File: config.mk
export PLATFORM = sky130hd
export DESIGN_NAME = rp_analog_top
export DESIGN_NICKNAME = d
export VERILOG_FILES = /design/src/source/rp_pkg.sv /design/src/source/rp_cfg_if.sv /design/src/source/rp_regs.sv /design/src/source/rp_linear.sv /design/src/source/rp_pdm.sv /design/src/source/rp_analog_top.sv
export SDC_FILE = /design/constraint.sdc
export NUM_CORES = 2
export LEC_CHECK = 0
export BUFFER_PORTS_ARGS = -buffer_cell sky130_fd_sc_hd__buf_4
export CAP_MARGIN = 10
export CORE_MARGIN = 2
export CORE_UTILIZATION = 40
export CTS_BUF_LIST = sky130_fd_sc_hd__clkbuf_4
export DETAILED_ROUTE_END_ITERATION = 8
export PLACE_DENSITY = 0.52
export SKIP_CTS_REPAIR_TIMING = 1
export SYNTH_ARGS = -nofsm -noshare
export SYNTH_HDL_FRONTEND = slang
export SYNTH_SLANG_ARGS = --single-unit
File: constraint.sdc
create_clock -name adc_clk -period 30.2 [get_ports adc_clk]
set_input_delay 4.53 -clock adc_clk [delete_from_list [all_inputs] [get_ports adc_clk]]
set_output_delay 4.53 -clock adc_clk [all_outputs]
set_load 0.02 [all_outputs]
File: src/source/rp_pkg.sv
/*
  Shared widths, sample types and the register map of the analog data path.
  All samples are two's complement; the bus moves 16-bit words.
  Register addresses are word addresses; per-channel registers sit at base + channel.
*/
package rp_pkg;

  // channel counts
  localparam int adc_chn_n = 2;
  localparam int pdm_chn_n = 4;

  // sample and calibration types
  typedef logic signed [14-1:0] smp_t;
  typedef logic        [14-1:0] pin_t;
  typedef logic        [14-1:0] dac_t;
  typedef logic signed [16-1:0] gain_t;
  typedef logic signed [14-1:0] offs_t;
  typedef logic        [ 8-1:0] pdm_t;

  // bus words
  typedef logic [ 4-1:0] reg_addr_t;
  typedef logic [16-1:0] reg_data_t;

  // calibration arithmetic
  localparam int    gain_shift = 14;
  localparam gain_t gain_unity = 16'h4000;
  typedef logic signed [$bits(smp_t)+$bits(gain_t)-1:0] prod_t;
  // shifted product plus offset, one bit of headroom
  typedef logic signed [$bits(prod_t)-gain_shift:0] acc_t;
  localparam smp_t smp_max = 14'sh1fff;
  localparam smp_t smp_min = 14'sh2000;

  // pdm period in clock cycles
  localparam int pdm_range = 255;

  //////////////////////////////////////////////////////////////////////
  // register map
  //////////////////////////////////////////////////////////////////////
  localparam reg_addr_t reg_ctrl    = 4'd0;   // bit 0 digital loopback
  localparam reg_addr_t reg_adc_mul = 4'd1;   // 1, 2
  localparam reg_addr_t reg_adc_sum = 4'd3;   // 3, 4
  localparam reg_addr_t reg_dac_mul = 4'd5;   // 5, 6
  localparam reg_addr_t reg_dac_sum = 4'd7;   // 7, 8
  localparam reg_addr_t reg_dac_lvl = 4'd9;   // 9, 10
  localparam reg_addr_t reg_pdm     = 4'd11;  // 11 to 14

endpackage

File: src/source/rp_cfg_if.sv
/*
  Static configuration from the register block to the data path and PDM.
  Values change only on bus writes; readers treat them as quasi-static.
*/
`timescale 1ns/1ps

interface rp_cfg_if import rp_pkg::*; ();

  // loopback control
  logic                     digital_loop;
  // adc calibration per channel
  gain_t [adc_chn_n-1:0]    adc_mul;
  offs_t [adc_chn_n-1:0]    adc_sum;
  // dac calibration per channel
  gain_t [adc_chn_n-1:0]    dac_mul;
  offs_t [adc_chn_n-1:0]    dac_sum;
  // constant dac source level
  smp_t  [adc_chn_n-1:0]    dac_lvl;
  // slow analog outputs
  pdm_t  [pdm_chn_n-1:0]    pdm_lvl;

  // register block side
  modport regs_mp (
    output digital_loop, adc_mul, adc_sum, dac_mul, dac_sum, dac_lvl, pdm_lvl
  );

  // data path and pdm side
  modport path_mp (
    input  digital_loop, adc_mul, adc_sum, dac_mul, dac_sum, dac_lvl, pdm_lvl
  );

endinterface

File: src/source/rp_regs.sv
/*
  Configuration registers on a single-cycle strobe bus.
  Only one of wen/ren may be high in a cycle; ack follows one cycle later.
  Unmapped writes are dropped but acked, unmapped reads return zero.
*/
`timescale 1ns/1ps

module rp_regs import rp_pkg::*; (
  input  logic         adc_clk,
  input  logic         rst,
  // strobe bus
  input  logic         bus_wen_i,
  input  logic         bus_ren_i,
  input  reg_addr_t    bus_addr_i,
  input  reg_data_t    bus_wdata_i,
  output reg_data_t    bus_rdata_o,
  output logic         bus_ack_o,
  // configuration out
  rp_cfg_if.regs_mp    cfg
);

  reg_data_t rd_mux;

  ////////////////////////////////////////////////////////////////////////
  // write decode
  ////////////////////////////////////////////////////////////////////////

  always_ff @(posedge adc_clk, posedge rst) begin
    if (rst) begin
      cfg.digital_loop <= 1'b0;
      for (int i = 0; i < adc_chn_n; i++) begin
        cfg.adc_mul[i] <= gain_unity;
        cfg.adc_sum[i] <= '0;
        cfg.dac_mul[i] <= gain_unity;
        cfg.dac_sum[i] <= '0;
        cfg.dac_lvl[i] <= '0;
      end
      for (int i = 0; i < pdm_chn_n; i++) begin
        cfg.pdm_lvl[i] <= '0;
      end
    end else if (bus_wen_i) begin
      if (bus_addr_i == reg_ctrl)
        cfg.digital_loop <= bus_wdata_i[0];
      // narrow fields keep the low bits of the bus word
      for (int i = 0; i < adc_chn_n; i++) begin
        if (bus_addr_i == reg_addr_t'(reg_adc_mul + i))
          cfg.adc_mul[i] <= bus_wdata_i;
        if (bus_addr_i == reg_addr_t'(reg_adc_sum + i))
          cfg.adc_sum[i] <= bus_wdata_i[$bits(offs_t)-1:0];
        if (bus_addr_i == reg_addr_t'(reg_dac_mul + i))
          cfg.dac_mul[i] <= bus_wdata_i;
        if (bus_addr_i == reg_addr_t'(reg_dac_sum + i))
          cfg.dac_sum[i] <= bus_wdata_i[$bits(offs_t)-1:0];
        if (bus_addr_i == reg_addr_t'(reg_dac_lvl + i))
          cfg.dac_lvl[i] <= bus_wdata_i[$bits(smp_t)-1:0];
      end
      for (int i = 0; i < pdm_chn_n; i++) begin
        if (bus_addr_i == reg_addr_t'(reg_pdm + i))
          cfg.pdm_lvl[i] <= bus_wdata_i[$bits(pdm_t)-1:0];
      end
    end
  end

  ////////////////////////////////////////////////////////////////////////
  // read-back
  ////////////////////////////////////////////////////////////////////////

  // signed fields are sign-extended to the bus width
  always_comb begin
    rd_mux = '0;
    if (bus_addr_i == reg_ctrl)
      rd_mux = reg_data_t'(cfg.digital_loop);
    for (int i = 0; i < adc_chn_n; i++) begin
      if (bus_addr_i == reg_addr_t'(reg_adc_mul + i))
        rd_mux = cfg.adc_mul[i];
      if (bus_addr_i == reg_addr_t'(reg_adc_sum + i))
        rd_mux = reg_data_t'($signed(cfg.adc_sum[i]));
      if (bus_addr_i == reg_addr_t'(reg_dac_mul + i))
        rd_mux = cfg.dac_mul[i];
      if (bus_addr_i == reg_addr_t'(reg_dac_sum + i))
        rd_mux = reg_data_t'($signed(cfg.dac_sum[i]));
      if (bus_addr_i == reg_addr_t'(reg_dac_lvl + i))
        rd_mux = reg_data_t'($signed(cfg.dac_lvl[i]));
    end
    for (int i = 0; i < pdm_chn_n; i++) begin
      if (bus_addr_i == reg_addr_t'(reg_pdm + i))
        rd_mux = reg_data_t'(cfg.pdm_lvl[i]);
    end
  end

  // ack and data one cycle after the strobe, data zero otherwise
  always_ff @(posedge adc_clk, posedge rst) begin
    if (rst) begin
      bus_ack_o   <= 1'b0;
      bus_rdata_o <= '0;
    end else begin
      bus_ack_o   <= bus_wen_i | bus_ren_i;
      bus_rdata_o <= bus_ren_i ? rd_mux : '0;
    end
  end

endmodule

File: src/source/rp_linear.sv
/*
  Gain/offset calibration, fixed latency of two cycles, one sample per cycle.
  Gain is Q2.14, so 0x4000 is unity; results clip to the 14-bit signed range.
  The offset is taken at stage two and is expected to be static.
*/
`timescale 1ns/1ps

module rp_linear import rp_pkg::*; (
  input  logic  adc_clk,
  input  logic  rst,
  input  smp_t  dat_i,
  input  gain_t mul_i,
  input  offs_t sum_i,
  output smp_t  dat_o
);

  prod_t prod_q;
  acc_t  acc;
  // bits above the sample sign, all equal when no overflow
  logic [$bits(acc_t)-$bits(smp_t):0] acc_top;

  // stage one, full signed product
  always_ff @(posedge adc_clk, posedge rst) begin
    if (rst) prod_q <= '0;
    else     prod_q <= dat_i * mul_i;
  end

  // drop the fraction, add the offset
  always_comb begin
    acc     = acc_t'(prod_q >>> gain_shift) + acc_t'(sum_i);
    acc_top = acc[$bits(acc_t)-1:$bits(smp_t)-1];
  end

  // stage two, saturate into the sample range
  always_ff @(posedge adc_clk, posedge rst) begin
    if (rst) begin
      dat_o <= '0;
    end else if (&acc_top || ~|acc_top) begin
      dat_o <= smp_t'(acc);
    end else begin
      dat_o <= acc[$bits(acc_t)-1] ? smp_min : smp_max;
    end
  end

endmodule

File: src/source/rp_pdm.sv
/*
  First-order PDM for the slow analog outputs, one accumulator per channel.
  Level n gives exactly n ones in any 255 consecutive cycles; 255 is always high.
*/
`timescale 1ns/1ps

module rp_pdm import rp_pkg::*; (
  input  logic                 adc_clk,
  input  logic                 rst,
  rp_cfg_if.path_mp            cfg,
  output logic [pdm_chn_n-1:0] pdm_o
);

  // one bit wider than the level, holds acc + level before wrap
  logic [pdm_chn_n-1:0][$bits(pdm_t):0] acc_q;
  logic [pdm_chn_n-1:0][$bits(pdm_t):0] acc_nxt;

  always_comb begin
    for (int i = 0; i < pdm_chn_n; i++) begin
      acc_nxt[i] = acc_q[i] + {1'b0, cfg.pdm_lvl[i]};
    end
  end

  // wrap at the period and emit a one
  always_ff @(posedge adc_clk, posedge rst) begin
    if (rst) begin
      acc_q <= '0;
      pdm_o <= '0;
    end else begin
      for (int i = 0; i < pdm_chn_n; i++) begin
        if (acc_nxt[i] >= ($bits(pdm_t)+1)'(pdm_range)) begin
          acc_q[i] <= acc_nxt[i] - ($bits(pdm_t)+1)'(pdm_range);
          pdm_o[i] <= 1'b1;
        end else begin
          acc_q[i] <= acc_nxt[i];
          pdm_o[i] <= 1'b0;
        end
      end
    end
  end

endmodule

File: src/source/rp_analog_top.sv
/*
  Two-channel analog data path on one clock, adc_clk.
  top_rst is asynchronous; the internal reset releases two cycles after it drops.
  adc_dat_o lags adc_pin_i by 3 cycles; dac_dat_o lags a level write by 3 cycles.
  DAC channels leave on parallel ports, not interleaved.
*/
`timescale 1ns/1ps

module rp_analog_top import rp_pkg::*; (
  input  logic                   adc_clk,
  input  logic                   top_rst,
  // adc pins 15..2 per channel
  input  pin_t [adc_chn_n-1:0]   adc_pin_i,
  output smp_t [adc_chn_n-1:0]   adc_dat_o,
  // dac offset-binary words
  output dac_t [adc_chn_n-1:0]   dac_dat_o,
  output logic [pdm_chn_n-1:0]   pdm_o,
  // register bus
  input  logic                   bus_wen_i,
  input  logic                   bus_ren_i,
  input  reg_addr_t              bus_addr_i,
  input  reg_data_t              bus_wdata_i,
  output reg_data_t              bus_rdata_o,
  output logic                   bus_ack_o
);

  logic [1:0]            rst_sync_q;
  logic                  rst;
  smp_t [adc_chn_n-1:0]  adc_raw_q;
  smp_t [adc_chn_n-1:0]  adc_lin_in;
  smp_t [adc_chn_n-1:0]  dac_cal;

  rp_cfg_if cfg ();

  ////////////////////////////////////////////////////////////////////////
  // reset synchronizer
  ////////////////////////////////////////////////////////////////////////

  // assert at once, release on the second edge
  always_ff @(posedge adc_clk, posedge top_rst) begin
    if (top_rst) rst_sync_q <= '1;
    else         rst_sync_q <= {rst_sync_q[0], 1'b0};
  end

  assign rst = rst_sync_q[1];

  // registers and read-back
  rp_regs rp_regs_inst (
    .adc_clk     (adc_clk),
    .rst         (rst),
    .bus_wen_i   (bus_wen_i),
    .bus_ren_i   (bus_ren_i),
    .bus_addr_i  (bus_addr_i),
    .bus_wdata_i (bus_wdata_i),
    .bus_rdata_o (bus_rdata_o),
    .bus_ack_o   (bus_ack_o),
    .cfg         (cfg)
  );

  ////////////////////////////////////////////////////////////////////////
  // adc input, loopback mux, calibration
  ////////////////////////////////////////////////////////////////////////

  for (genvar i = 0; i < adc_chn_n; i++) begin : g_adc
    // keep sign bit, invert the rest (inverted front end)
    always_ff @(posedge adc_clk, posedge rst) begin
      if (rst) adc_raw_q[i] <= '0;
      else     adc_raw_q[i] <= {adc_pin_i[i][$bits(pin_t)-1], ~adc_pin_i[i][$bits(pin_t)-2:0]};
    end

    // loopback takes the calibrated dac sample
    assign adc_lin_in[i] = cfg.digital_loop ? dac_cal[i] : adc_raw_q[i];

    rp_linear rp_linear_adc_inst (
      .adc_clk (adc_clk),
      .rst     (rst),
      .dat_i   (adc_lin_in[i]),
      .mul_i   (cfg.adc_mul[i]),
      .sum_i   (cfg.adc_sum[i]),
      .dat_o   (adc_dat_o[i])
    );
  end

  ////////////////////////////////////////////////////////////////////////
  // dac calibration and output format
  ////////////////////////////////////////////////////////////////////////

  for (genvar i = 0; i < adc_chn_n; i++) begin : g_dac
    rp_linear rp_linear_dac_inst (
      .adc_clk (adc_clk),
      .rst     (rst),
      .dat_i   (cfg.dac_lvl[i]),
      .mul_i   (cfg.dac_mul[i]),
      .sum_i   (cfg.dac_sum[i]),
      .dat_o   (dac_cal[i])
    );

    // signed to offset binary with negative slope
    always_ff @(posedge adc_clk, posedge rst) begin
      if (rst) dac_dat_o[i] <= '0;
      else     dac_dat_o[i] <= {dac_cal[i][$bits(smp_t)-1], ~dac_cal[i][$bits(smp_t)-2:0]};
    end
  end

  // slow analog outputs
  rp_pdm rp_pdm_inst (
    .adc_clk (adc_clk),
    .rst     (rst),
    .cfg     (cfg),
    .pdm_o   (pdm_o)
  );

endmodule

==> impl_metrics.ini <==
[timing]
finalHoldViolations = 0
min_period_ns = 7.33
worstMarginPinSlew_ns = 1.05
clock-skew-final_ns = 0.106
slew_viol_final = 0
setup_viol = 0
fin_crit_sh = 0.243
fmax_mhz = 136
tns_ns = 0
max_slew_margin = 0.300
rsz0062_at_grt = no

[drt]
first_pass_iters = 5
antenna_left = 0
drc = 0
vias = 35462
drtIter0Drc = 1868
vias_per_cell = 5.02
wirelength_mm = 141
wl_per_cell_um = 20.0

[clock_tree]
cts.sinks = 416
clkTransAtPathRegs_ns = 0.07
cts_buffers = 114
clk_latency_ns = 1.08
cts_root_buf = clkbuf_4
cts_tree = yes
htreeDepth = 3
clock_path_buffers = 3

[worst_setup_path]
start_kind = register
max_stage_delay_ns = 0.64
crit_family = adder cells
crit_chain = mux2i_1 > buf_4 > nor2b_1 > fa_1 > inv_1 > fa_1 > inv_1 > fa_1 > inv_1 > fa_1 > inv_1 > fa_1 > fa_1 > ha_1 > or2_2 > a211oi_1 > o22ai_1 > o2111ai_1 > a21oi_2 > o41ai_2 > o221ai_2 > a21oi_2 > xnor2_1
worst_path_most_repeated_cell = fa_1
worst-setup-path-type = reg -> reg
cp.required_ns = 31.10
endpoint_kind = register
cpMaxStageDelayCell = dfrtp_2
crit_buf_inv = 5
crit_fanout = 16
critPathArrivalTime_ns = 8.23

[outcome]
outcome = finished clean

[synthesis]
synth_fp_nets = 6455
synth_seq_cells = 416
yosys.area.top_type = fa_1
seq_area_frac_synth = 0.201
avgSynthCellArea_um2 = 10.0
synth_top_area_share = 0.341
synth-async-reset-ratio = 1.00
synth_cells = 5147
syn-cell-area_mm2 = 0.0517
synth_ff_type = dfrtp_1
synthTopCellsByArea = fa_1, dfrtp_1, ha_1, inv_1, mux2_2
synth_cell_types = 89
yosys_warnings = 0
synth_edf_count = 0

[global_routing]
grt_max_degree = 132
grt_remaining_overflow = 0
grtUsageTotal = 0.222
grt_pass1_vias = 38322
antenna_found_initial = 16
grt_pass1_wl_mm = 225

[floorplan]
initial_core_util = 0.404
pin_count = 129
die_h_um = 364
rows = 131
die_area_mm2 = 0.132
die_w_um = 364
core_area_mm2 = 0.128

[cells_and_area]
syn_to_final_growth_pct = 8.21
drive_above_1_share = 0.118
num-nets-final = 6549
fillers = 12519

[placed_design]
globalplace.congestion = 0.853
io_buffers = 128
hpwl_mm = 110

[run]
maxCapViolations = 0

[hold_path]
hold_class = reg -> reg
[layout make-up]
type / count / area (um^2) / share of cell area
multi-input combinational: 3481 / 36600 / 0.654
inverter: 1060 / 3990 / 0.0712
tap: 1729 / 2160 / 0.0387
sequential: 416 / 10400 / 0.186
clock inverter: 33 / 226 / 0.00405
antenna: 5 / 12.5 / 0.000224
timing repair buffer: 168 / 1260 / 0.0225
clock buffer: 173 / 1300 / 0.0232
[kinds of logic (layout without fill, tap and decap cells)]
family                   after synthesis  in the layout  share of synthesized area
buffers and inverters               1250           1434                     0.0912
adder cells (fa/ha/maj)             1256           1256                      0.432
other                                  1              6                  0.0000725
multiplexers                         237            237                     0.0509
AND/OR/NAND/NOR                     1320           1320                      0.129
XOR/XNOR                             178            178                     0.0301
flip-flops                           416            416                      0.201
AO/OA/AOI/OAI                        489            489                     0.0661
[placed cells by master, fill, tap and decap left out, types with 17 or more instances in the layout]
master	instances
a21o_1	65
a22oi_1	41
nor3_1	38
inv_1	1059
and2_1	279
buf_4	168
and3_1	17
clkbuf_4	173
clkinv_1	17
nand3_1	37
a21oi_1	104
xnor2_1	131
or2_2	20
dfrtp_1	409
o21ai_0	79
fa_1	880
mux2i_1	32
nand2_1	488
nand2b_1	57
mux2_2	202
nor2b_1	172
ha_1	376
nor2_1	144
xor2_1	47
o21a_1	24
nand4_1	21
[registers in the layout, summed over array words and instances (netlist names)]
name and count:
rp_regs_inst.cfg.dac_sum 28, rp_regs_inst.cfg.adc_sum 28, g_adc.rp_linear_adc_inst.dat_o 28, rp_pdm_inst.acc_q 36, rp_regs_inst.bus_ack_o 1, rp_regs_inst.cfg.pdm_lvl 32
rp_regs_inst.cfg.dac_mul 32, g_adc.rp_linear_adc_inst.prod_q 32, dac_dat_o 28, rp_regs_inst.cfg.digital_loop 1, rst_sync_q 2, g_dac.rp_linear_dac_inst.prod_q 32
rp_regs_inst.cfg.dac_lvl 28, rp_pdm_inst.pdm_o 4, g_dac.rp_linear_dac_inst.dat_o 28, rp_regs_inst.cfg.adc_mul 32, adc_raw_q 28, rp_regs_inst.bus_rdata_o 16
[layer usage]
metal / GRT usage / share of wire
met3: 0.0366 / 0.059
met4: 0.0604 / 0.025
met2: 0.362 / 0.47
met5: 0 / 0.00057
met1: 0.306 / 0.45
[worst paths after layout]
check | startpoint | endpoint | slack (ns) | cells past startpoint
max in group asynchronous | top_rst | rst_sync_q[0]$_DFF_PP1_ | 26.62 | 2
min in group asynchronous | rst_sync_q[1]$_DFF_PP1_ | g_dac[0].rp_linear_dac_inst.prod_q[29]$_DFF_PP0_ | 0.46 | 1
worst min-delay path | rst_sync_q[0]$_DFF_PP1_ | rst_sync_q[1]$_DFF_PP1_ | 0.35 | 0
worst min register to register | rst_sync_q[0]$_DFF_PP1_ | rst_sync_q[1]$_DFF_PP1_ | 0.35 | 0
worst max register to register | rp_regs_inst.cfg.digital_loop$_DFFE_PP0P_ | g_adc[1].rp_linear_adc_inst.prod_q[29]$_DFF_PP0_ | 22.87 | 23
worst max-delay path | rp_regs_inst.cfg.digital_loop$_DFFE_PP0P_ | g_adc[1].rp_linear_adc_inst.prod_q[29]$_DFF_PP0_ | 22.87 | 23
[synth_stat cells (all sizes together) (18+ instances only)]
cell / n
a21o: 66
and3: 18
o21ai: 86
xnor2: 131
inv: 1060
nor2b: 173
or2: 21
a21oi: 110
nand3: 37
o21a: 24
buf: 29
a22oi: 41
nand4: 21
ha: 376
fa: 880
clkbuf: 161
nand2: 488
xor2: 47
mux2: 203
mux2i: 34
nor2: 144
nand2b: 57
and2: 280
dfrtp: 410
nor3: 41
[stage by stage]
stage          hold WS, ns  instance area (um^2)  utilization  worst slack, ns  instances
2_1_floorplan        0.345                 51700            -            18.39       5147
3_5_place_dp         0.347                 54400        0.425            22.93       6854
4_1_cts              0.356                 56000        0.437            22.88       7060
5_1_grt              0.361                 56000        0.437            22.40       7064
6_report             0.355                 56000        0.437            22.87       7065
3_3_place_gp         0.346                 54400        0.425            22.98       6854
Power is left out: the tool's default activity adds up to more than one toggle a clock period on the data nets, which glitch-free logic cannot reach.
